File: src/include/mem_cfg.svh
`ifndef MEM_CFG_SVH
`define MEM_CFG_SVH

// Region bounds, the high bound of each region is exclusive
`define MEM_REGION_CART_LO  17'h0_0000
`define MEM_REGION_CART_HI  17'h0_8000
`define MEM_REGION_VRAM_LO  17'h0_8000
`define MEM_REGION_VRAM_HI  17'h0_A000
`define MEM_REGION_WRAM_LO  17'h0_C000
`define MEM_REGION_WRAM_HI  17'h0_E000
`define MEM_REGION_OAM_LO   17'h0_FE00
`define MEM_REGION_OAM_HI   17'h0_FEA0
`define MEM_REGION_IOREG_LO 17'h0_FF00
`define MEM_REGION_IOREG_HI 17'h0_FF80
`define MEM_REGION_HRAM_LO  17'h0_FF80
`define MEM_REGION_HRAM_HI  17'h0_FFFF

// Address widths of the on-chip memories
`define VRAM_AW  13
`define WRAM_AW  13
`define OAM_AW   8
`define HRAM_AW  7
`define IOREG_AW 7

`define DMA_REG_ADDR  16'hFF46
`define DMA_LEN       160
`define UNMAPPED_DATA 8'hFF   // What the CPU sees outside every region

`endif

File: src/source/mem_pkg.sv
package mem_pkg;

   // Region a master address decodes to
   typedef enum logic [2:0] {
      REG_NONE,
      REG_CART,
      REG_VRAM,
      REG_WRAM,
      REG_OAM,
      REG_IOREG,
      REG_HRAM
   } mem_region_e;

   // OAM DMA engine states
   typedef enum logic [1:0] {
      DMA_IDLE,
      DMA_RUN,     // Issuing one source read per cycle
      DMA_DRAIN    // Last reads returning, last writes going out
   } dma_state_e;

   // Single-cycle request strobe, there is no back-pressure
   typedef struct packed {
      logic        valid;
      logic        we;
      logic [15:0] addr;
      logic [7:0]  wdata;
   } mem_req_t;

   // Read data returned one cycle after an accepted read
   typedef struct packed {
      logic       valid;
      logic [7:0] rdata;
   } mem_rsp_t;

   // Error pulses raised by the router
   typedef struct packed {
      logic same_port;       // A master lost a region to a higher priority one
      logic ppu_boundary;
      logic rdma_boundary;
      logic wdma_boundary;
   } mem_err_t;

endpackage

File: src/source/sync_ram.sv
`timescale 1ns/1ps

module sync_ram import mem_pkg::*; #(
   parameter int ADDR_W = 8
) (
   input  logic       clk,
   input  logic       rst_n,
   input  mem_req_t   req,
   output logic [7:0] rdata
);

   logic [7:0]        mem [2**ADDR_W];
   logic [ADDR_W-1:0] idx;

   // The router passes the full address, only the low bits select a byte
   assign idx = req.addr[ADDR_W-1:0];

   always_ff @(posedge clk) begin
      if (req.valid && req.we) begin
         mem[idx] <= req.wdata;
      end
   end

   // Read data is registered and held until the next read
   always_ff @(posedge clk or negedge rst_n) begin
      if (!rst_n) begin
         rdata <= '0;
      end else if (req.valid && !req.we) begin
         rdata <= mem[idx];
      end
   end

endmodule

File: config.mk
export PLATFORM = sky130hd
export DESIGN_NAME = sync_ram
export DESIGN_NICKNAME = d
export VERILOG_FILES = /design/src/include/mem_cfg.svh /design/src/source/mem_pkg.sv /design/src/source/sync_ram.sv
export SDC_FILE = /design/constraint.sdc
export NUM_CORES = 2
export LEC_CHECK = 0
export BUFFER_PORTS_ARGS = -buffer_cell sky130_fd_sc_hd__buf_4
export CAP_MARGIN = 20
export CORE_MARGIN = 2
export CORE_UTILIZATION = 65
export DETAILED_ROUTE_END_ITERATION = 6
export GPL_ROUTABILITY_DRIVEN = 0
export PLACE_DENSITY = 0.9
export SLEW_MARGIN = 20
export SYNTH_ARGS = -nofsm -noshare
export SYNTH_HDL_FRONTEND = slang
export SYNTH_SLANG_ARGS = --single-unit
File: constraint.sdc
create_clock -name clk -period 4.45 [get_ports clk]
set_input_delay 0.6675 -clock clk [delete_from_list [all_inputs] [get_ports clk]]
set_output_delay 0.6675 -clock clk [all_outputs]
set_load 0.05 [all_outputs]
After elaboration in Yosys (flattened, before gate mapping)
Memories as Yosys holds them, arrays and structs flattened. A register that Yosys moved wholly into a read port is not among the register bits.
Cells that the tools add are included.
- word-level logic and storage cells: 7
- bits in registers: 0
- memory bits (writable): 2048
- output and inout bits: 8
- bits in latches: 0
- bits of input ports: 28
- bits in read-only memories: 0
- memories: 1
- muxes and demuxes: 2
- div/mod/pow operators: 0
- add/sub/neg operators: 0
- equality and inequality tests: 0
- multipliers: 0
- magnitude comparators: 0
- bitwise operators: 0
- reduce and logical (&&, ||, !) cells: 4
- shift-type cells: 0
- memories (name ; words ; width ; read ports ; clocked after memory_dff ; write ports ; RTL line ; text):
    mem ; 256 ; 8 ; 1 ; 1 ; 1 ; sync_ram.sv:12 ; logic [7:0] mem [2**ADDR_W];
- operators with widths (cell ; count):
    $logic_and A1 B1 Y1 ; 2
    $logic_not A1 Y1 ; 2
    $mux W1 ; 2

Longest topological paths before layout
- depth in word-level cells: 3
- depth in mapped cells: 13
- mapped depth without buffers: 7

Least setup slack after synthesis
No wires, ideal clock.
- path type: input to register
- start: input req[8] in the netlist's numbering
- end: memory mem[117][0] (enable)
- library setup time: 370 ps
- arrival time: 2765 ps
- cell stages on the path: 11
- data required time: 4080 ps
- slack: 1314 ps
- buffers on the path: 8
- cells stage by stage: buf_6 -> buf_12 -> buf_6 -> buf_6 -> buf_6 -> buf_6 -> buf_6 -> nor2b_1 -> nand3_1 -> buf_2 -> nor2_1
- RTL lines (element ; RTL line ; text):
    from (decl) ; sync_ram.sv:8 ; input mem_req_t req,
    to (decl) ; sync_ram.sv:12 ;
Straight into the memory's write port.

==> reports/metrics.csv <==
stage,metric,value,unit
die,start_util,0.655,
global_route,grt_pass1_vias,44700,
yosys,yosysWarnings,0,
finish,drive_gt1_frac,0.258,
clock_tree,h-tree-depth,4,
sta,worst_slack,0.780,ns
die,pin_count,36,
setup_path,critical-path-top-delay-family,compound AO/OA/AOI/OAI gates,
yosys,synth_top_area_share,0.770,
yosys,synth.most_common_cell,edfxtp_1,
clock_tree,numCtsBuffers,189,
finish,fill_cells,5911,
route,routed_via_density,7.64,
setup_path,cp.depth,9,
setup_path,cpMaxStageDelayCell,a21oi_1,
min_path,hp-class,primary input to flip-flop,
yosys,synth_common_cells,"2048 x edfxtp_1, 484 x mux4_2, 280 x nor2_1",
setup_path,crit_type,primary input to flip-flop,
status,status,"finished, violations left",
yosys,synth_area,79900,um^2
setup_path,cp.arrival,4.30,ns
clock_tree,tritoncts,done,
place,dp_hpwl,124000,um
route,wire_per_inst,40.3,um
yosys,synth.largest_area_cell,edfxtp_1,
sta,drv_slew,0,
min_path,min_path_cells,1,
sta,finalHoldViolations,0,
power_and_ir_drop,power_density,449,nW/um^2
clock_tree,clk_latency,0.87,ns
die,std_cell_rows,128,
die,dieArea,126000,um^2
sta,period_share,0.825,
setup_path,r2r_cells,7,
yosys,ys_ff_latch,2056,
sta,rsz0062_at_grt,false,
route,firstDrtPassIters,7,
sta,tns,0,ns
finish,nNetsFinal,4042,
setup_path,end_kind,flip-flop,
power_and_ir_drop,ir_drop,0.456,mV
clock_tree,clockBufferDepth,3,
finish,register_area,61700,um^2
status,violations,DRC,
route,vias,44400,
sta,worst_pin_slew,1.23,ns
route,wirelength,234000,um
flow_run,maxCapViolCount,0,
setup_path,max_stage_delay,0.80,ns
yosys,synthCells,3761,
yosys,synthTopCellsByArea,"edfxtp_1 77%, mux4_2 14%, mux2i_1 1.7%",
yosys,yosysSeqAreaShare,0.772,
finish,synthToLayoutAreaGrowth,11.9,%
setup_path,worst-path-buf-inv,3,
die,fp.dieW,355,um
route,drtIter0Drc,9008,
place,io_buffers,27,
setup_path,worstPathRequired,5.08,ns
global_route,grt_pass1_wl,330000,um
place,post-place-ws,0.479,ns
power_and_ir_drop,p_leak,28.2,nW
die,core_area,122000,um^2
clock_tree,cts_sinks,2056,
yosys,synth_edf_count,2048,
sta,fin_skew,0.0363,ns
yosys,synth_ff_type,edfxtp_1,
sta,slew_headroom,0.182,
setup_path,startpoint_type,primary input,
global_route,antenna_found_initial,16,
setup_path,crit_path_cell_trace,buf_8 > buf_12 > buf_4 > mux4_2 > o22ai_1 > o41ai_1 > and3_1 > a21oi_1 > a41oi_1,
global_route,gr-total-overflow,0,
sta,setup_viol,0,
setup_path,worstPathMaxFanout,46,
route,drc,105,
global_route,grt_max_degree,171,
die,die_h,355,um
sta,fin_crit,3.67,ns
yosys,ys_types,53,
yosys,synthesis.nets,3789,
clock_tree,cts_root_buf,clkbuf_16,
route,drtAntennaViolNets,0,
clock_tree,cts_resized,0,
yosys,syn_area_per_cell,21.2,um^2
sta,fmax,0.272,GHz
yosys,synthArstFlopShare,0.00389,
clock_tree,clkSlewWorstSetupHoldPaths,0.07,ns
global_route,grtUsageTotal,0.376,
finish,multi_input_area,16800,um^2
per-stage QoR:
stage	util	cells	power (W)	hold slack [ns]	cell area (um^2)
final	0.733	5809	0.0402	0.281	89400
after global routing	0.733	5801	0.0407	0.282	89400
after CTS	0.733	5798	0.0400	0.254	89300
after detailed placement	0.682	5445	0.0237	0.494	83100
after global placement	0.682	5445	0.0236	0.490	83100
after floorplan	-	3761	0.0228	0.372	79900
routing by layer:
layer | global-route usage | share of wire
met5 | 0 | 0.00031
met4 | 0.251 | 0.084
met3 | 0.128 | 0.15
met2 | 0.583 | 0.47
met1 | 0.455 | 0.29
worst reg2reg max path, delay by kind of cell, from the launching register on:
kind            cells  cell delay [ns]
simple gates        2             0.48
compound gates      4             1.68
mux                 1             0.46
flops               1             0.41
registers in the layout (all words and copies together), names as in the netlist:
name	flops
rdata	8
mem	2048
kinds of logic (layout without fill, tap and decap cells):
| family | Yosys count | after routing | synth area share |
|---|---|---|---|
| buf+inv | 237 | 651 | 0.0177 |
| other cells | 0 | 9 | 0 |
| mux | 640 | 640 | 0.157 |
| simple gates | 526 | 526 | 0.0275 |
| flops | 2056 | 2056 | 0.772 |
| compound gates | 302 | 302 | 0.0252 |
worst paths after layout:
path                            startpoint         to  slack, ns
worst max register to register  mem[32][1]   rdata[1]       1.19
worst min-delay path                req[4]  mem[4][4]       0.28
worst max-delay path                req[8]   rdata[1]       0.78
max in group asynchronous            rst_n   rdata[3]       4.00
worst min register to register    rdata[4]   rdata[4]       0.67
min in group asynchronous            rst_n   rdata[5]       0.31
where the power goes:
part	leakage [nW]	internal, W	switching [W]
Clock	3.06	0.00922	0.00744
Combinational	6.67	0.000690	0.00146
Sequential	18.5	0.0213	0.0000376
Total	28.2	0.0312	0.00894
cell type report:
| cell class | count | share of cell area |
|---|---|---|
| Antenna cell | 9 | 0.000252 |
| Clock buffer | 236 | 0.0558 |
| Clock inverter | 116 | 0.0135 |
| Inverter | 11 | 0.000518 |
| Multi-Input combinational cell | 1468 | 0.188 |
| Sequential cell | 2056 | 0.690 |
| Tap cell | 1625 | 0.0227 |
| Timing Repair Buffer | 288 | 0.0290 |
placed cells by master, fill, tap and decap left out, types with 6 or more instances in the layout:
cell type	count
buf_12	25
o41ai_1	10
clkbuf_1	42
nor3_1	22
diode_2	9
nand2b_1	8
a41oi_1	7
mux4_2	484
edfxtp_1	2048
clkinv_1	33
clkbuf_16	192
o22a_1	6
clkbuf_8	9
mux2_2	19
and2_1	6
nand4_1	6
o221ai_1	7
buf_4	249
o211ai_1	6
o22ai_1	86
a22oi_1	29
bufinv_16	21
and3_1	7
a31oi_1	11
nor2b_1	7
a32oi_1	19
inv_6	6
nand2_1	125
inv_1	9
nor2_1	278
dfrtp_1	8
o21ai_0	63
a311oi_1	6
mux2i_1	133
a21oi_1	28
clkinv_2	46
nand3_1	48
what timing repair did:
action / CTS / global route
endpoints found under the hold margin: 8 / 0
buffers inserted: 0 / 0
hold buffers: 1 / 0
Note: power is estimated with default switching activity, not from simulation.
