--- src/include/mem_cfg.svh ---
`ifndef MEM_CFG_SVH
`define MEM_CFG_SVH

// Region bounds, the high bound of each region is exclusive
`define MEM_REGION_CART_LO  17'h0_0000
`define MEM_REGION_CART_HI  17'h0_8000
`define MEM_REGION_VRAM_LO  17'h0_8000
`define MEM_REGION_VRAM_HI  17'h0_A000
`define MEM_REGION_WRAM_LO  17'h0_C000
`define MEM_REGION_WRAM_HI  17'h0_E000
`define MEM_REGION_OAM_LO   17'h0_FE00
`define MEM_REGION_OAM_HI   17'h0_FEA0
`define MEM_REGION_IOREG_LO 17'h0_FF00
`define MEM_REGION_IOREG_HI 17'h0_FF80
`define MEM_REGION_HRAM_LO  17'h0_FF80
`define MEM_REGION_HRAM_HI  17'h0_FFFF

// Address widths of the on-chip memories
`define VRAM_AW  13
`define WRAM_AW  13
`define OAM_AW   8
`define HRAM_AW  7
`define IOREG_AW 7

`define DMA_REG_ADDR  16'hFF46
`define DMA_LEN       160
`define UNMAPPED_DATA 8'hFF   // What the CPU sees outside every region

`endif

--- src/source/mem_pkg.sv ---
package mem_pkg;

   // Region a master address decodes to
   typedef enum logic [2:0] {
      REG_NONE,
      REG_CART,
      REG_VRAM,
      REG_WRAM,
      REG_OAM,
      REG_IOREG,
      REG_HRAM
   } mem_region_e;

   // OAM DMA engine states
   typedef enum logic [1:0] {
      DMA_IDLE,
      DMA_RUN,     // Issuing one source read per cycle
      DMA_DRAIN    // Last reads returning, last writes going out
   } dma_state_e;

   // Single-cycle request strobe, there is no back-pressure
   typedef struct packed {
      logic        valid;
      logic        we;
      logic [15:0] addr;
      logic [7:0]  wdata;
   } mem_req_t;

   // Read data returned one cycle after an accepted read
   typedef struct packed {
      logic       valid;
      logic [7:0] rdata;
   } mem_rsp_t;

   // Error pulses raised by the router
   typedef struct packed {
      logic same_port;       // A master lost a region to a higher priority one
      logic ppu_boundary;
      logic rdma_boundary;
      logic wdma_boundary;
   } mem_err_t;

endpackage

--- src/source/mem_router.sv ---
`timescale 1ns/1ps

`include "mem_cfg.svh"

module mem_router import mem_pkg::*; (
   input  logic       clk,
   input  logic       rst_n,
   input  mem_req_t   cpu_req,
   input  mem_req_t   ppu_req,
   input  mem_req_t   rdma_req,
   input  mem_req_t   wdma_req,
   output mem_rsp_t   cpu_rsp,
   output mem_rsp_t   ppu_rsp,
   output mem_rsp_t   rdma_rsp,
   output mem_req_t   cart_req,
   output mem_req_t   vram_req,
   output mem_req_t   wram_req,
   output mem_req_t   oam_req,
   output mem_req_t   ioreg_req,
   output mem_req_t   hram_req,
   input  logic [7:0] cart_rdata,
   input  logic [7:0] vram_rdata,
   input  logic [7:0] wram_rdata,
   input  logic [7:0] oam_rdata,
   input  logic [7:0] ioreg_rdata,
   input  logic [7:0] hram_rdata,
   output mem_err_t   err
);

   // Masters are numbered in priority order, lowest number wins
   localparam int NM     = 4;
   localparam int M_WDMA = 0;
   localparam int M_RDMA = 1;
   localparam int M_CPU  = 2;
   localparam int M_PPU  = 3;

   mem_req_t      m_req [NM];
   mem_region_e   m_reg [NM];
   mem_region_e   rsel_q [NM];   // Region that served each master's last read
   logic [NM-1:0] m_valid;
   logic [NM-1:0] m_ok;          // Region is legal for this master
   logic [NM-1:0] m_go;
   logic [NM-1:0] grant;
   logic [NM-1:0] rd_acc;
   logic [NM-1:0] rd_q;
   mem_req_t      s_req [7];     // Indexed by region
   logic [7:0]    s_rdata [7];
   mem_err_t      err_d;

   function automatic logic in_range(input logic [15:0] a, input logic [16:0] lo,
                                     input logic [16:0] hi);
      return ({1'b0, a} >= lo) && ({1'b0, a} < hi);
   endfunction

   function automatic mem_region_e decode(input logic [15:0] a);
      mem_region_e r;
      r = REG_NONE;   // Echo RAM, the gap and the top byte stay unmapped
      if (in_range(a, `MEM_REGION_CART_LO, `MEM_REGION_CART_HI))   r = REG_CART;
      if (in_range(a, `MEM_REGION_VRAM_LO, `MEM_REGION_VRAM_HI))   r = REG_VRAM;
      if (in_range(a, `MEM_REGION_WRAM_LO, `MEM_REGION_WRAM_HI))   r = REG_WRAM;
      if (in_range(a, `MEM_REGION_OAM_LO, `MEM_REGION_OAM_HI))     r = REG_OAM;
      if (in_range(a, `MEM_REGION_IOREG_LO, `MEM_REGION_IOREG_HI)) r = REG_IOREG;
      if (in_range(a, `MEM_REGION_HRAM_LO, `MEM_REGION_HRAM_HI))   r = REG_HRAM;
      return r;
   endfunction

   assign m_req[M_WDMA] = wdma_req;
   assign m_req[M_RDMA] = rdma_req;
   assign m_req[M_CPU]  = cpu_req;
   assign m_req[M_PPU]  = ppu_req;

   always_comb begin
      for (int m = 0; m < NM; m++) begin
         m_reg[m]   = decode(m_req[m].addr);
         m_valid[m] = m_req[m].valid;
      end
      // Boundary rules, the CPU may go anywhere that is mapped
      m_ok[M_CPU]  = (m_reg[M_CPU] != REG_NONE);
      m_ok[M_PPU]  = (m_reg[M_PPU] inside {REG_VRAM, REG_OAM});
      m_ok[M_RDMA] = !m_req[M_RDMA].we && (m_reg[M_RDMA] inside {REG_CART, REG_VRAM, REG_WRAM});
      m_ok[M_WDMA] = m_req[M_WDMA].we && (m_reg[M_WDMA] == REG_OAM);
      m_go = m_valid & m_ok;
   end

   // Walk masters by priority, each takes its region if still free
   always_comb begin
      s_req = '{default: '0};
      grant = '0;
      for (int m = 0; m < NM; m++) begin
         if (m_go[m] && !s_req[m_reg[m]].valid) begin
            s_req[m_reg[m]] = m_req[m];
            grant[m]        = 1'b1;
         end
      end
   end

   always_comb begin
      for (int m = 0; m < NM; m++) begin
         rd_acc[m] = grant[m] && !m_req[m].we;
      end
      // Unmapped CPU reads still answer, the data mux supplies the fill byte
      if (cpu_req.valid && !cpu_req.we && (m_reg[M_CPU] == REG_NONE)) begin
         rd_acc[M_CPU] = 1'b1;
      end
      err_d.same_port     = |(m_go & ~grant);
      err_d.ppu_boundary  = m_valid[M_PPU] && !m_ok[M_PPU];
      err_d.rdma_boundary = m_valid[M_RDMA] && !m_ok[M_RDMA];
      err_d.wdma_boundary = m_valid[M_WDMA] && !m_ok[M_WDMA];
   end

   assign cart_req  = s_req[REG_CART];
   assign vram_req  = s_req[REG_VRAM];
   assign wram_req  = s_req[REG_WRAM];
   assign oam_req   = s_req[REG_OAM];
   assign ioreg_req = s_req[REG_IOREG];
   assign hram_req  = s_req[REG_HRAM];

   assign s_rdata[REG_NONE]  = `UNMAPPED_DATA;
   assign s_rdata[REG_CART]  = cart_rdata;
   assign s_rdata[REG_VRAM]  = vram_rdata;
   assign s_rdata[REG_WRAM]  = wram_rdata;
   assign s_rdata[REG_OAM]   = oam_rdata;
   assign s_rdata[REG_IOREG] = ioreg_rdata;
   assign s_rdata[REG_HRAM]  = hram_rdata;

   always_ff @(posedge clk or negedge rst_n) begin
      if (!rst_n) begin
         rd_q <= '0;
         err  <= '0;
         for (int m = 0; m < NM; m++) begin
            rsel_q[m] <= REG_NONE;
         end
      end else begin
         rd_q <= rd_acc;
         err  <= err_d;   // Flags pulse in the cycle after the offending request
         for (int m = 0; m < NM; m++) begin
            rsel_q[m] <= m_reg[m];
         end
      end
   end

   // Slave data is steered back by the region registered with the read
   assign cpu_rsp.valid  = rd_q[M_CPU];
   assign cpu_rsp.rdata  = s_rdata[rsel_q[M_CPU]];
   assign ppu_rsp.valid  = rd_q[M_PPU];
   assign ppu_rsp.rdata  = s_rdata[rsel_q[M_PPU]];
   assign rdma_rsp.valid = rd_q[M_RDMA];
   assign rdma_rsp.rdata = s_rdata[rsel_q[M_RDMA]];

endmodule

--- config.mk ---
export PLATFORM = sky130hd
export DESIGN_NAME = mem_router
export DESIGN_NICKNAME = d
export VERILOG_FILES = /design/src/source/mem_pkg.sv /design/src/source/mem_router.sv
export VERILOG_INCLUDE_DIRS = /design/src /design/src/include
export SDC_FILE = /design/constraint.sdc
export NUM_CORES = 1
export LEC_CHECK = 0
export BUFFER_PORTS_ARGS = -buffer_cell sky130_fd_sc_hd__buf_2
export CAP_MARGIN = 30
export CORE_AREA = 5 5 131 133
export DETAILED_ROUTE_END_ITERATION = 16
export DIE_AREA = 0 0 136 138
export SLEW_MARGIN = 20
export SYNTH_ARGS = -nofsm -noshare
export SYNTH_HDL_FRONTEND = slang
export SYNTH_SLANG_ARGS = --single-unit
--- constraint.sdc ---
create_clock -name clk -period 4 [get_ports clk]
set_input_delay 0.4 -clock clk [delete_from_list [all_inputs] [get_ports clk]]
set_output_delay 0.4 -clock clk [all_outputs]
set_load 0.01 [all_outputs]
## Word level (Yosys, flattened, before mapping)

Memory sizes are Yosys's and may differ from the RTL's.
Cells that the tools add are included.

| storage, ports and cells | value |
|---|---|
| bits in registers | 17 |
| bits in read-only memories | 208 |
| input bits | 154 |
| logic and storage cells | 200 |
| memories | 1 |

Memory list:

| memory | words | width | rd ports | clocked after Yosys merged registers in | wr ports | RTL line | RTL |
|---|---|---|---|---|---|---|---|
| (no name shown) | 8 | 26 | 1 | 0 | 0 | mem_router.sv:90 | `if (m_go[m] && !s_req[m_reg[m]].valid) begin` |

| cells by class | value |
|---|---|
| order comparisons | 55 |
| equality and inequality tests | 6 |
| muxes and demuxes | 64 |
| bitwise operators | 11 |
| reductions and logical operators | 55 |

Operators with widths:

| operator | count |
|---|---|
| $bwmux 182 | 3 |
| $mux 182 | 3 |
| $lt 16x16->1 const B | 24 |
| $ge 16x16->1 const B | 20 |
| $demux 26 s3 | 4 |
| $mux 26 | 12 |
| $bmux 26 s3 | 3 |
| $and 182x182->182 | 1 |
| $mux 156 | 1 |
| $bmux 8 s3 | 3 |
| $mux 3 | 18 |
| $mux 8 | 6 |
| $logic_and 1x1->1 | 39 |
| $ge 4x4->1 const B | 7 |
| $not 3->4 | 7 |
| $lt 4x1->1 const B | 4 |
| $logic_not 1->1 | 11 |
| $eq 3x2->1 const B | 3 |
| $mux 1 | 9 |
| $and 4x4->4 | 2 |
| $eq 3x3->1 const B | 2 |
| $reduce_bool 3->1 | 2 |
| $mux 2 | 2 |
| $not 4->4 | 1 |
| other kinds (4) | 4 |

## Longest topological paths before layout

| logic depth | value |
|---|---|
| depth in word-level cells | 35 |
| depth in mapped cells | 9 |
| depth with buffers taken out | 7 |

## Least setup slack after synthesis

Ideal clock, no wire load.

| timing | value |
|---|---|
| kind | in2out |
| from | in rdma_req[23] in the netlist's numbering |
| to | out oam_req[22] in the netlist's numbering |
| arrival | 2.363 ns |
| setup slack | 1.237 ns |
| stages | 8 |
| buffers on the path | 2 |
| cell sequence | buf_4 > nor4bb_4 > a311o_2 > nor3b_4 > nor3_1 > o31a_1 > buf_6 > or3_1 |

RTL lines:

| item | RTL line | RTL |
|---|---|---|
| start: declaration | mem_router.sv:10 | `input mem_req_t rdma_req,` |
| end: declaration | mem_router.sv:18 | `output mem_req_t oam_req,` |

==> results.json <==
{
  "synth.area.top_cells": "a22o_1 (14%), mux2i_1 (13%), dfrtp_1 (10%)",
  "max-cap-violations": 0,
  "timing.critical_path.fanout_max": 28,
  "worst-slew-pin-transition_ns": 1.03,
  "critical_path.top_delay_family": "simple AND/OR/NAND/NOR gates",
  "cp_data_required_time_ns": 3.60,
  "timing.final.crit_share_pct": 84.9,
  "final-setup-viol-count": 0,
  "peakVddDrop_uv": 116,
  "place_worst_setup_slack_ns": 0.554,
  "slowest_stage": "nor4b_2",
  "maximum_number_of_pins_on_one_net_before_global_route_repair": 29,
  "synth_top_cells_by_count": "a22o_1 (61), nand2_1 (52), mux2i_1 (48), o21ai_0 (48), nor2_1 (40)",
  "place_congestion": 0.969,
  "crit_path_start_kind": "input port",
  "setup_repair_after_global_routing_missed_its_margin": "false",
  "power_per_cell_area_nw_per_um2": 148,
  "postCtsResizedCells": 0,
  "synth_top_area_share_pct": 14.0,
  "syn_area_um2": 3820,
  "run_status": "finished, final reports clean",
  "synth.most_common_cell": "a22o_1",
  "multi_input_area_um2": 3060,
  "die_x_um": 136,
  "clkSinkCount": 16,
  "worst_hold_slack_ns": 0.0565,
  "total_area_of_sequential_cells_um2": 400,
  "worst_ep_arrival_time_ns": 3.00,
  "layout-drive-gt1-share_pct": 42.7,
  "cts_max_path_buffers": 2,
  "vert_die_dim_um": 138,
  "detailed_placement_hpwl_mm": 18.2,
  "syn_area_per_cell_um2": 6.82,
  "timing.max_slew.rel_slack_pct": 31.0,
  "fp.coreArea_um2": 15700,
  "worst_slack_ns": 0.603,
  "clock_root_cell": "clkbuf_16",
  "yosysSeqAreaShare_pct": 10.5,
  "clock_tree_from_tritoncts": "done",
  "fin_setup_tns_ns": 0,
  "synth_warnings": 0,
  "synth-edff-count": 0,
  "final-hold-violation-count": 0,
  "filler_cell_count": 1746,
  "worst_setup_hold_path_clk_slew_ns": 0.05,
  "remaining_overflow_grt": 0,
  "firstDrtPassIters": 8,
  "fp-row-count": 46,
  "die_area_um2": 18800,
  "async_reset_ff_share_pct": 100,
  "start_util_pct": 24.3,
  "wl_mm": 22.3,
  "achievable_frequency_ghz": 0.294,
  "tritoncts.num_buffers": 3,
  "synth_seq_cells": 16,
  "io_buffer_count": 334,
  "number_of_vias_per_cell": 5.32,
  "worst_setup_path_startpoint": "wdma_req[13]",
  "grtUsageTotal_pct": 22.0,
  "worst-path-stages": 9,
  "holdCritPathClass": "input port to asynchronous set/reset pin",
  "detailroute.via_count": 5742,
  "grt_pass1_vias": 5689,
  "routedWlPerCell_um": 20.7,
  "drt.antenna.violating_nets": 0,
  "dr.first_iter.drc_count": 474,
  "synth_cell_type_count": 51,
  "cp.buffers_inverters": 4,
  "htree_levels": 1,
  "io_pins": 341,
  "ctsHoldBuffers": 0,
  "timing_worst_setup_path_type": "input port to output port",
  "grt_pass1_wl_mm": 33.4,
  "design.final.nets": 1016,
  "area_growth_pct": 51.8,
  "crit_path_max_incr_delay_ns": 0.53,
  "end_kind": "output port",
  "remaining_drc_errors": 0,
  "period_minus_slack_ns": 3.40,
  "drv_slew": 0,
  "worstPathCellList": "buf_2 -> o21ai_0 -> nor4b_2 -> buf_4 -> nor3_1 -> o31a_1 -> buf_4 -> or3_1 -> buf_2",
  "ys.flop_type": "dfrtp_1",
  "leakagePower_nw": 3.47,
  "synth_top_area_cell": "a22o_1",
  "initial_antenna_violation_count": 3,
  "netlist_instances": 560,
  "post_cts.repair.setup_buffers": 0
}
==> cell usage in the layout (no fill, tap or decap), drive strengths merged, types with 10 or more instances in the layout <==
master  count
a21o       17
nor2       40
inv        38
buf       348
dfrtp      16
and2       34
a222oi     21
a21oi      35
mux2i      48
a22o       61
nor3       15
nand2      52
or3        10
o21ai      48
==> through the flow <==
stage	util (%)	power, W	cells	instance area, um^2
after floorplan	-	0.000395	565	3840
after global placement	35.7	0.000631	1067	5610
after detailed placement	36.2	0.000638	1072	5690
after CTS	36.8	0.000862	1076	5780
after global routing	36.9	0.000911	1079	5800
final	36.9	0.000856	1080	5800
==> layer usage <==
metal  GRT usage, %  wire length, um
met4           6.79              603
met5              0                0
met1           25.1             8050
met2           40.9            11700
met3           4.17             2030
==> report_power, final <==
| part | leakage [nW] | internal (W) | switching (W) |
|---|---|---|---|
| clock network | 0.0442 | 0.000152 | 0.0000638 |
| registers | 0.204 | 0.000169 | 0.0000231 |
| logic | 3.22 | 0.000190 | 0.000259 |
| total | 3.47 | 0.000510 | 0.000346 |
==> layout make-up <==
| cell class | count | share of cell area [%] |
|---|---|---|
| sequential | 16 | 6.90 |
| tap | 216 | 4.66 |
| timing repair buffer | 348 | 31.6 |
| multi-input combinational | 455 | 52.8 |
| clock buffer | 4 | 1.53 |
| antenna | 3 | 0.129 |
| inverter | 38 | 2.46 |
==> cell families after synthesis <==
logic type                Yosys count  share of synthesized area [%]
xor gates and xnor gates            1                          0.229
buffers and inverters              94                           10.5
muxes                              48                           12.6
other                               1                         0.0981
DFF                                16                           10.5
AOI/OAI and AO/OA                 200                           38.1
and+or+nand+nor                   200                           28.0
==> flip-flops by register name (all words and copies together), names as in the netlist <==
register	flops
err	4
rd_q	3
rsel_q	9
==> path summary, 6_finish.rpt <==
| check | slack (ns) | to |
|---|---|---|
| min | 0.06 | rd_q[2] |
| max in group asynchronous | 3.66 | rsel_q[7] |
| min in group clk | 0.40 | err[0] |
| max | 0.60 | oam_req[23] |
(Power assumes the default switching activity.)
