===== config.mk =====
export PLATFORM = sky130hd
export DESIGN_NAME = oam_dma
export DESIGN_NICKNAME = d
export VERILOG_FILES = /design/src/source/mem_pkg.sv /design/src/source/oam_dma.sv
export VERILOG_INCLUDE_DIRS = /design/src /design/src/include
export SDC_FILE = /design/constraint.sdc
export NUM_CORES = 1
export LEC_CHECK = 0
export ABC_CLOCK_PERIOD_IN_PS = 2000
export BUFFER_PORTS_ARGS = -buffer_cell sky130_fd_sc_hd__buf_2
export CAP_MARGIN = 5
export CORE_UTILIZATION = 25
export CTS_BUF_LIST = sky130_fd_sc_hd__clkbuf_2
export DETAILED_ROUTE_END_ITERATION = 8
export GPL_TIMING_DRIVEN = 0
export SETUP_SLACK_MARGIN = 0.5
export SLEW_MARGIN = 20
export SYNTH_ARGS = -nofsm -noshare
export SYNTH_HDL_FRONTEND = slang
export SYNTH_SLANG_ARGS = --single-unit

===== constraint.sdc =====
create_clock -name clk -period 2 [get_ports clk]
set_clock_uncertainty 0.1 [all_clocks]
set_input_delay 0 -clock clk [delete_from_list [all_inputs] [get_ports clk]]
set_output_delay 0 -clock clk [all_outputs]
set_load 0.005 [all_outputs]

===== src/include/mem_cfg.svh =====
`ifndef MEM_CFG_SVH
`define MEM_CFG_SVH

// Region bounds, the high bound of each region is exclusive
`define MEM_REGION_CART_LO  17'h0_0000
`define MEM_REGION_CART_HI  17'h0_8000
`define MEM_REGION_VRAM_LO  17'h0_8000
`define MEM_REGION_VRAM_HI  17'h0_A000
`define MEM_REGION_WRAM_LO  17'h0_C000
`define MEM_REGION_WRAM_HI  17'h0_E000
`define MEM_REGION_OAM_LO   17'h0_FE00
`define MEM_REGION_OAM_HI   17'h0_FEA0
`define MEM_REGION_IOREG_LO 17'h0_FF00
`define MEM_REGION_IOREG_HI 17'h0_FF80
`define MEM_REGION_HRAM_LO  17'h0_FF80
`define MEM_REGION_HRAM_HI  17'h0_FFFF

// Address widths of the on-chip memories
`define VRAM_AW  13
`define WRAM_AW  13
`define OAM_AW   8
`define HRAM_AW  7
`define IOREG_AW 7

`define DMA_REG_ADDR  16'hFF46
`define DMA_LEN       160
`define UNMAPPED_DATA 8'hFF   // What the CPU sees outside every region

`endif


===== src/source/mem_pkg.sv =====
package mem_pkg;

   // Region a master address decodes to
   typedef enum logic [2:0] {
      REG_NONE,
      REG_CART,
      REG_VRAM,
      REG_WRAM,
      REG_OAM,
      REG_IOREG,
      REG_HRAM
   } mem_region_e;

   // OAM DMA engine states
   typedef enum logic [1:0] {
      DMA_IDLE,
      DMA_RUN,     // Issuing one source read per cycle
      DMA_DRAIN    // Last reads returning, last writes going out
   } dma_state_e;

   // Single-cycle request strobe, there is no back-pressure
   typedef struct packed {
      logic        valid;
      logic        we;
      logic [15:0] addr;
      logic [7:0]  wdata;
   } mem_req_t;

   // Read data returned one cycle after an accepted read
   typedef struct packed {
      logic       valid;
      logic [7:0] rdata;
   } mem_rsp_t;

   // Error pulses raised by the router
   typedef struct packed {
      logic same_port;       // A master lost a region to a higher priority one
      logic ppu_boundary;
      logic rdma_boundary;
      logic wdma_boundary;
   } mem_err_t;

endpackage


===== src/source/oam_dma.sv =====
`timescale 1ns/1ps

`include "mem_cfg.svh"

module oam_dma import mem_pkg::*; (
   input  logic       clk,
   input  logic       rst_n,
   input  logic       start,
   input  logic [7:0] page,
   output mem_req_t   rd_req,
   input  mem_rsp_t   rd_rsp,
   output mem_req_t   wr_req,
   output logic       active
);

   localparam logic [7:0] LAST_IDX = 8'(`DMA_LEN - 1);

   dma_state_e state;
   logic [7:0] page_q;
   logic [7:0] idx;        // Source index of the read issued this cycle
   logic       rd_pend_q;  // A read went out last cycle
   logic [7:0] rsp_idx_q;  // Index of the read whose data arrives now
   logic       wr_valid_q;
   logic [7:0] wr_idx_q;
   logic [7:0] wr_data_q;

   // Source reads walk the page, one per cycle
   assign rd_req.valid = (state == DMA_RUN);
   assign rd_req.we    = 1'b0;
   assign rd_req.addr  = {page_q, 8'h00} + 16'(idx);
   assign rd_req.wdata = '0;

   assign wr_req.valid = wr_valid_q;
   assign wr_req.we    = 1'b1;
   assign wr_req.addr  = 16'(`MEM_REGION_OAM_LO) + 16'(wr_idx_q);
   assign wr_req.wdata = wr_data_q;

   assign active = (state != DMA_IDLE);

   always_ff @(posedge clk or negedge rst_n) begin
      if (!rst_n) begin
         state      <= DMA_IDLE;
         page_q     <= '0;
         idx        <= '0;
         rd_pend_q  <= 1'b0;
         rsp_idx_q  <= '0;
         wr_valid_q <= 1'b0;
         wr_idx_q   <= '0;
         wr_data_q  <= '0;
      end else begin
         rd_pend_q  <= rd_req.valid;
         rsp_idx_q  <= idx;
         wr_valid_q <= rd_pend_q && rd_rsp.valid;  // A dropped read writes nothing
         wr_idx_q   <= rsp_idx_q;
         wr_data_q  <= rd_rsp.rdata;
         case (state)
            DMA_IDLE: begin
               if (start) begin   // A start during a transfer never reaches here
                  state  <= DMA_RUN;
                  page_q <= page;
                  idx    <= '0;
               end
            end
            DMA_RUN: begin
               if (idx == LAST_IDX) begin
                  state <= DMA_DRAIN;
               end else begin
                  idx <= idx + 8'd1;
               end
            end
            DMA_DRAIN: begin
               // No read outstanding, so the write on the bus now is the last one
               if (!rd_pend_q) begin
                  state <= DMA_IDLE;
               end
            end
            default: state <= DMA_IDLE;
         endcase
      end
   end

endmodule


# ---- After elaboration in Yosys (flattened, before gate mapping)
# Cells that the tools add are included.
dict set report word_totals {
  ff_bits 44
  output_inout_bits 53
  elab_cells 32
}
dict set report classes {
  addsub 3
  eq_ne 7
  muxes 7
  reduce_logical 7
}
# cell n
set ops {}
lappend ops {{16-bit by 8-bit adder with 16-bit output} 1}
lappend ops {{8-bit two-way mux} 2}
lappend ops {{8-bit one-hot mux with 2 select lines} 1}
lappend ops {{10-bit by 9-bit adder with 11-bit output (first input constant)} 1}
lappend ops {{8-bit by 1-bit adder with 8-bit output (second input constant)} 1}
lappend ops {{8-bit equality test (second input constant)} 1}
lappend ops {{2-bit two-way mux} 3}
lappend ops {{2-bit != test (second input constant)} 3}
lappend ops {{2-bit one-hot mux with 3 select lines} 1}
lappend ops {{3-bit AND reduction} 2}
lappend ops {{2-bit nonzero test} 2}
lappend ops {{2-bit by 1-bit equality test with 1-bit output (second input constant)} 1}
lappend ops {{2-bit equality test (second input constant)} 1}
lappend ops {{2-bit logical NOT} 1}
lappend ops {{2-bit by 1-bit != test with 1-bit output (second input constant)} 1}
lappend ops {{2-bit AND reduction} 1}
lappend ops {{1-bit logical AND} 1}

# ---- Depth between registers and ports, before layout
# Gate-level depths: netlist of run 1.
dict set report depth {
  ltp_word 3
  depth_mapped 4
  mapped_depth_nobuf 4
}

# ---- Worst setup path after synthesis of run 1
# OpenSTA, ideal clock, no wires.
dict set report synth_timing {
  kind {register -> register}
  from {reg idx[0]}
  to {reg idx[5]}
  setup_time_ns 0.087
  arrival_time_ns 1.461
  t_required_ns 1.813
  setup_slack_ns 0.352
  path_stages_with_launch 5
  path_buffers 0
  period_less_slack_ns 1.648
  cell_sequence {dfrtp_1 > ha_1 > and4b_1 > or4b_1 > o211ai_1}
}
dict set report synth_between {
  elab_chain_len 3
  word_cells_on_any_way 6
  cone_classes {add/sub (1); eq/ne (2); mux (2); reduce/logical (1)}
}
# element line
set synth_lines {}
lappend synth_lines {{from (decl)} oam_dma.sv:20} ;# logic [7:0] idx;
lappend synth_lines {{from (signal assigned)} oam_dma.sv:68} ;# idx <= idx + 8'd1;
lappend synth_lines {{8-bit by 1-bit adder with 8-bit output or 8-bit equality test (tied branches)} {oam_dma.sv:68, oam_dma.sv:65}}
lappend synth_lines {{8-bit two-way mux or 2-bit != test (tied branches)} --}
lappend synth_lines {{8-bit one-hot mux with 2 select lines or 3-bit AND reduction (tied branches)} --}
# Parallel ways exist; a longest one is shown, timed or not. The select of a mux whose other input is x is not followed.
# A chain may end at the register's enable or synchronous reset.

# ---- Worst setup path in the final report of run 1
dict set report layout_timing {
  from {reg idx[0]}
  to {reg idx[7]}
}
# Same word-level chain as after synthesis.

==> metrics.md, run 1 <==
| Metric | Value |
|---|---|
| Crit end category | flip-flop |
| DP Cell Count | between 200 and 300 |
| Status | finished with violations |
| Worst Max-Slew Pin Slew | around 0.53 ns |
| Highest Clock Rate | 0.6041 GHz |
| Pwr Total | about 2.6 mW |
| Area grow syn2layout | 45.90% |
| Ys async rst share | between 90% and 100% |
| Syn Inst Count | 120 |
| CP max stage delay | 0.44 ns |
| Number of cell rows | 29 |
| Post-Synthesis Cell Area | roughly 1700 sq um |
| Pin count of the biggest net entering global routing | 45 |
| First-pass GRT wire length | approximately 5.5 mm |
| CTS root buffer | clkbuf_2 |
| Initial antenna violation count | 0 |
| Initial core utilization | between 20% and 30% |
| Setup TNS | 0 ns |
| Min-delay worst type | in2async |
| Sequential share of the synthesized area | about 66% |
| Final Cycle Share | between 80% and 90% |
| Top post-synthesis cells by area | dfrtp_1, buf_4, mux2_2 |
| H-tree depth | 2 |
| Arr. time, crit path | 1.84 ns |
| Final ANT Viol Nets | 0 |
| Fin util | between 30% and 40% |
| TritonCTS clock tree | built |
| Clock Sinks | 44 |
| Vias in the first global route | approximately 1100 |
| Non-Filler Instances | between 300 and 400 |
| Relative slew slack | roughly 64% |
| FF-to-FF path depth | 5 |
| Final setup vio count | 0 |
| Placed cell areas | 2107 sq um |
| Ys flop type | dfrtp_1 |
| CTS Buffer Depth | 2 |
| DRC viols | 10 |
| Peak VDD IR | 0.2510 mV |
| Nets | ~250 |
| Post-synth EDFFs | 0 |
| Worst-path cell chain | ha_2 > and4b_2 > a311oi_4 > buf_6 > o211ai_1 |
| TritonRoute pass-1 iters | 6 |
| Number of I/O pins | 73 |
| Leakage | approximately 1.2 nW |
| Antenna diodes | 0 |
| Layout cell share with drive strength beyond 1 | approximately half |
| Final Hold Fails | 22 |
| Routed WL | 3.468 mm |
| Total congestion overflow | 0 |
| Final Max Slew Viols | 0 |
| Setup WS pre-CTS | about 0.22 ns |
| Worst Path Max Fanout | 7 |
| Final Worst Setup Slack | 0.3446 ns |
| Max cap viols | 0 |
| Commonest cells post-synth | dfrtp_1, buf_4, mux2_2, inv_1, o211ai_1 |
| Reg2reg end | idx[7] |
| Total clock buffers created by CTS | 5 |
| CP Buf/Inv Count | 1 |
| Avg Cell Area, Syn | roughly 14 sq um |
| Pwr dens | around 1100 nW/um^2 |
| Cell taking the most area after synthesis | dfrtp_1 |
| Cell variety after synth | 31 |
| Setup slack, reg-to-reg | 0.34 ns |
| Die H | about 84 um |
| HPWL Detailed | 2.175 mm |
| WHS | -0.009250 ns |
| Design Area, Final | ~2400 sq um |
| Yosys top cell area share | 65.67% |
| Clock-pin slew on the worst setup and hold paths | 0.21 ns |
| Die footprint | about 7000 sq um |
| Iter 0 DRT Violations | 70 |
| R2R Path Start | idx[0] |
| Gpl congestion | around 0.7 |
| Number of buffers added on ports | 54 |
| Failing checks | design-rule violations, negative hold slack |
| Top delay family on crit path | flip-flops |
| Via count | 1201 |
| Die width | around 84 um |
| Clock network latency to the later pin of the worst-skew pair | approximately 0.40 ns |
| Post-DR wirelength/cell | approximately 11 um |
| GRT Util Overall | around 10% |
| Crit path required time | between 2 and 2.5 ns |
| Crit path max-delay cell type | dfrtp_1 |
| Critical path type | reg2reg |
| RSZ-0062 raised after global routing | yes |
| Syn. warnings | 0 |
| Seq cells post-synth | 44 |
| Most frequent cell after synthesis | dfrtp_1 |
| Fill count | approximately 650 |
| Tmin final | between 1.5 and 2 ns |
| Area of the core | 6422 sq um |
| Vias per inst | 3.938 |
| Crit start category | flip-flop |
cells by family after synthesis:
logic type / after synthesis / share of synthesized area, %
buf+inv: 26 / 10.15
mux: 10 / 6.642
compound gates: 14 / 7.015
flops: 44 / 65.67
xor+xnor: 1 / 0.5225
other cells: 2 / 0.4479
simple gates: 22 / 8.806
fa+ha+maj: 1 / 0.7461
report_power, final:
| part | total (mW) | internal, mW | switching (mW) | leakage (nW) |
|---|---|---|---|---|
| clock network | 0.364 | 0.0936 | 0.270 | 0.0306 |
| registers | 1.42 | 1.22 | 0.202 | 0.520 |
| logic | 0.851 | 0.493 | 0.358 | 0.656 |
worst register-to-register path: cells and delay by family, from the launching register on:
| family | cells | cell delay (ns) |
|---|---|---|
| flops | 1 | 0.44 |
| fa+ha+maj | 1 | 0.19 |
| compound gates | 2 | 0.38 |
| buf+inv | 1 | 0.17 |
| simple gates | 1 | 0.27 |
area by class of cell:
cell class	instances	area, sq um	share of cell area (%)
tap	77	96.34	3.939
buffer	20	150.1	6.138
sequential	44	1105	45.17
inverter	6	26.28	1.074
clock inverter	1	3.754	0.1535
timing repair buffer	84	549.3	22.46
multi-input combinational	66	480.5	19.64
clock buffer	7	35.03	1.432
worst max path at each step:
stage	startpoint	to	slack [ns]	cells after the start
detailed placement	idx[1]	idx[7]	0.22	4
floorplan	idx[0]	idx[5]	0.40	4
finish	idx[0]	idx[7]	0.34	5
CTS	idx[0]	idx[5]	0.32	5
global placement	idx[1]	idx[0]	0.24	4
global route	idx[0]	idx[5]	0.29	5
flip-flops by register name, summed over array words and instances (netlist names):
signal	flops
idx	8
page_q	8
rd_pend_q	1
rsp_idx_q	8
state	2
wr_data_q	8
wr_idx_q	8
wr_valid_q	1
cells in the final DEF (no fill, tap or decap):
master         instances
buf_2                 53
dfrtp_1               41
buf_4                 31
dlygate4sd3_1         19
conb_1                18
mux2_2                 9
clkbuf_2               7
o211ai_1               6
inv_1                  5
nand3_1                4
nand2_1                3
o21ai_0                3
dfrtp_2                3
or4_1                  2
nor2b_1                2
nand2b_4               1
clkinvlp_4             1
or2_2                  1
and2_1                 1
nor3b_4                1
and4b_2                1
and3b_2                1
nor2_1                 1
a311oi_4               1
or4b_1                 1
xnor2_1                1
o22ai_1                1
a211oi_1               1
or2b_1                 1
o32ai_1                1
and2b_1                1
a21o_2                 1
mux2i_1                1
nand4_1                1
ha_2                   1
clkinv_1               1
buf_6                  1
repair_timing:
item	CTS	global route
gates resized for setup	4	8
hold buffers	19	0
buffers inserted	4	6
pin swaps	2	3
gates cloned	0	1
hold endpoints to repair	62	0
endpoints found under the setup margin	19	18
per-layer routing:
layer | global-route usage, % | vias up | part of all wire, %
met1 | 11.87 | 568 | 42
met3 | 3.561 | 7 | 6.5
met4 | 5.643 | 0 | 2.3
met5 | 0 | - | 0
met2 | 16.39 | 42 | 49
li1 | - | 584 | -
No activity file was read; power rests on OpenSTA's default activity.
==> run 2: changes to the inputs <==
Settings changed: ABC_CLOCK_PERIOD_IN_PS 2000 to 1400.
Clock period 2 ns to 1.4 ns, I/O delays scaled along.
==> run 2 against run 1 <==
  * The flow finishes with violations (design-rule violations, negative hold slack, negative setup slack)
  * First-iteration DRC count is 2.9% higher
  * Die area stayed put
  * Global-route usage grew 1.3 points
  * Clock-buffer cell count is 2 lower
  * Register-to-register slack worse by 0.56 ns
  * Critical path depth down 1
  * Routed wire length up 7.1%
  * Sequential share of layout area is 3.1 points lower
  * Critical path type unchanged
  * Largest power group unchanged
  * Highest routed layer unchanged
==> metrics.md, run 2 (synthesis gave the netlist of run 1 again) <==
| Metric | Value |
|---|---|
| Status | finished with violations |
| Failing checks | design-rule violations, negative hold slack, negative setup slack |
| HPWL Detailed | between 2 and 2.5 mm |
| Clock Sinks | between 40 and 50 |
| Crit start category | flip-flop |
| Commonest non-fill, non-tap cell in the layout | buf_2 |
| Setup TNS | -1.606 ns |
| Max cap viols | 0 |
| Final Worst Setup Slack | -0.2195 ns |
| Clock-pin slew on the worst setup and hold paths | ~0.23 ns |
| Iter 0 DRT Violations | 72 |
| Routed WL | about 3.7 mm |
| CP Buf/Inv Count | 0 |
| Number of I/O pins | between 70 and 80 |
| Power share of the clock group | 16.7% |
| Uppermost layer routed | met4 |
| RSZ-0062 raised after global routing | yes |
| Crit path max-delay cell type | dfrtp_2 |
| Min-delay worst type | in2async |
| Peak VDD IR | roughly 0.48 mV |
| Final Hold Fails | 45 |
| Fin util | around two fifths |
| Post-DR wirelength/cell | 11.86 um |
| Crit end category | flip-flop |
| Initial antenna violation count | 0 |
| Final ANT Viol Nets | 0 |
| Gpl congestion | around 0.74 |
| Arr. time, crit path | ~1.9 ns |
| Switching Share | 30.51% |
| Worst Path Max Fanout | 4 |
| CTS Buffer Depth | 2 |
| Layout cell share with drive strength beyond 1 | between 50% and 60% |
| Share of power burned in registers | between 40% and 50% |
| Die footprint | 7038 sq um |
| Wl on met1 | between 1.5 and 2 mm |
| TritonRoute pass-1 iters | 6 |
| Die width | between 80 and 90 um |
| Relative slew slack | between 30% and 40% |
| Switching Power | 1.347 mW |
| Number of cell rows | 29 |
| Initial core utilization | 26.11% |
| Antenna diodes | 0 |
| Critical path type | reg2reg |
| Total clock buffers created by CTS | 5 |
| Tmin final | approximately 1.6 ns |
| Total congestion overflow | 0 |
| First-pass GRT wire length | roughly 6.2 mm |
| Most frequent cells in the layout | buf_2, dfrtp_1, buf_4 |
| Die H | about 84 um |
| Area of the core | between 6000 and 7000 sq um |
| Final Cycle Share | 115.7% |
| Highest Clock Rate | 0.6175 GHz |
| Gate power share | a little over a third |
| Vias per inst | around 4 |
| Nets | approximately 260 |
| Top delay family on crit path | simple AND/OR/NAND/NOR gates |
| GRT Util Overall | a little under an eighth |
| Area grow syn2layout | 57.84% |
| Pwr dens | ~1700 nW/um^2 |
| DRC viols | 16 |
| CP max stage delay | approximately 0.48 ns |
| DP Cell Count | between 200 and 300 |
| Leakage | 1.299 nW |
| Via count | approximately 1300 |
| WHS | -0.4186 ns |
| Vias in the first global route | between 1000 and 1500 |
| Setup WS pre-CTS | -0.3981 ns |
| H-tree depth | 2 |
| Power Internal | between 3 and 4 mW |
| Met3 WL | around 200 um |
| Number of buffers added on ports | between 50 and 60 |
| Worst-path cell chain | ha_4 > and4b_2 > or4b_1 > o211ai_1 |
| # hold bufs at CTS | 17 |
| Final Max Slew Viols | 0 |
| Non-Filler Instances | 313 |
| Final setup vio count | 15 |
| Worst Max-Slew Pin Slew | roughly 0.94 ns |
| Pin count of the biggest net entering global routing | 45 |
| TritonCTS clock tree | built |
| Clock network latency to the later pin of the worst-skew pair | roughly 0.4 ns |
| CTS root buffer | clkbuf_2 |
| Pwr Total | 4.415 mW |
| Met2 routed WL | between 1.5 and 2 mm |
| Crit path required time | 1.65 ns |
==> run 2: changes by cell type in the layout (fill, tap and decap cells not counted), moves of 2 or more <==
cell	previous run	this run
buf_6	1	12
dfrtp_1	41	35
o21ai_0	3	1
dfrtp_2	3	9
buf_4	31	33
mux2_4	0	8
buf_2	53	50
dlygate4sd3_1	19	17
mux2_2	9	1
clkbuf_2	7	5
==> run 2: metal layers <==
| layer | track usage (%) | vias up |
|---|---|---|
| li1 | - | 599 |
| met4 | 5.172 | 0 |
| met1 | 13.49 | 616 |
| met2 | 19.67 | 49 |
| met3 | 2.868 | 2 |
| met5 | 0 | - |
==> run 2: area by class of cell <==
type                       count  area, sq um
multi-input combinational     66        538.0
clock inverter                 3        46.29
fill                         607         3776
clock buffer                   5        25.02
sequential                    44         1112
timing repair buffer          92        645.6
inverter                       6        25.02
tap                           77        96.34
buffer                        20        157.7
==> run 2: power by group through the flow <==
stage	Sequential, mW	Combinational (mW)	Clock [mW]
after floorplan	2.08	0.586	0
after global placement	2.10	1.10	0
after detailed placement	2.12	1.12	0
after CTS	2.05	1.48	0.767
after global routing	2.14	1.79	0.819
final	2.06	1.61	0.738
==> run 2: timing repair <==
item,in CTS,in global routing
endpoints found under the setup margin,54,55
resized for setup,16,12
gates cloned,1,0
setup buffers,15,5
endpoints found under the hold margin,62,45
pin swaps,3,2
==> run 2: metrics by stage <==
step	hold slack, ns	area, sq um
global placement	0.009455	2150
CTS	-0.3865	2569
finish	-0.4186	2646
detailed placement	0.01062	2150
global route	-0.3823	2646
floorplan	-0.3956	1783
==> run 2: worst paths after layout <==
| path | start | to | slack (ns) | depth (start not counted) |
|---|---|---|---|---|
| setup / recovery | idx[0] | idx[5] | -0.22 | 4 |
| hold / removal | rst_n | wr_data_q[0] | -0.42 | 1 |
| setup reg to reg | idx[0] | idx[5] | -0.22 | 4 |
| hold reg to reg | rsp_idx_q[6] | wr_idx_q[6] | 0.28 | 0 |
| max in group asynchronous | rst_n | idx[0] | 0.96 | 1 |
| min in group clk | start | state[0] | -0.01 | 4 |
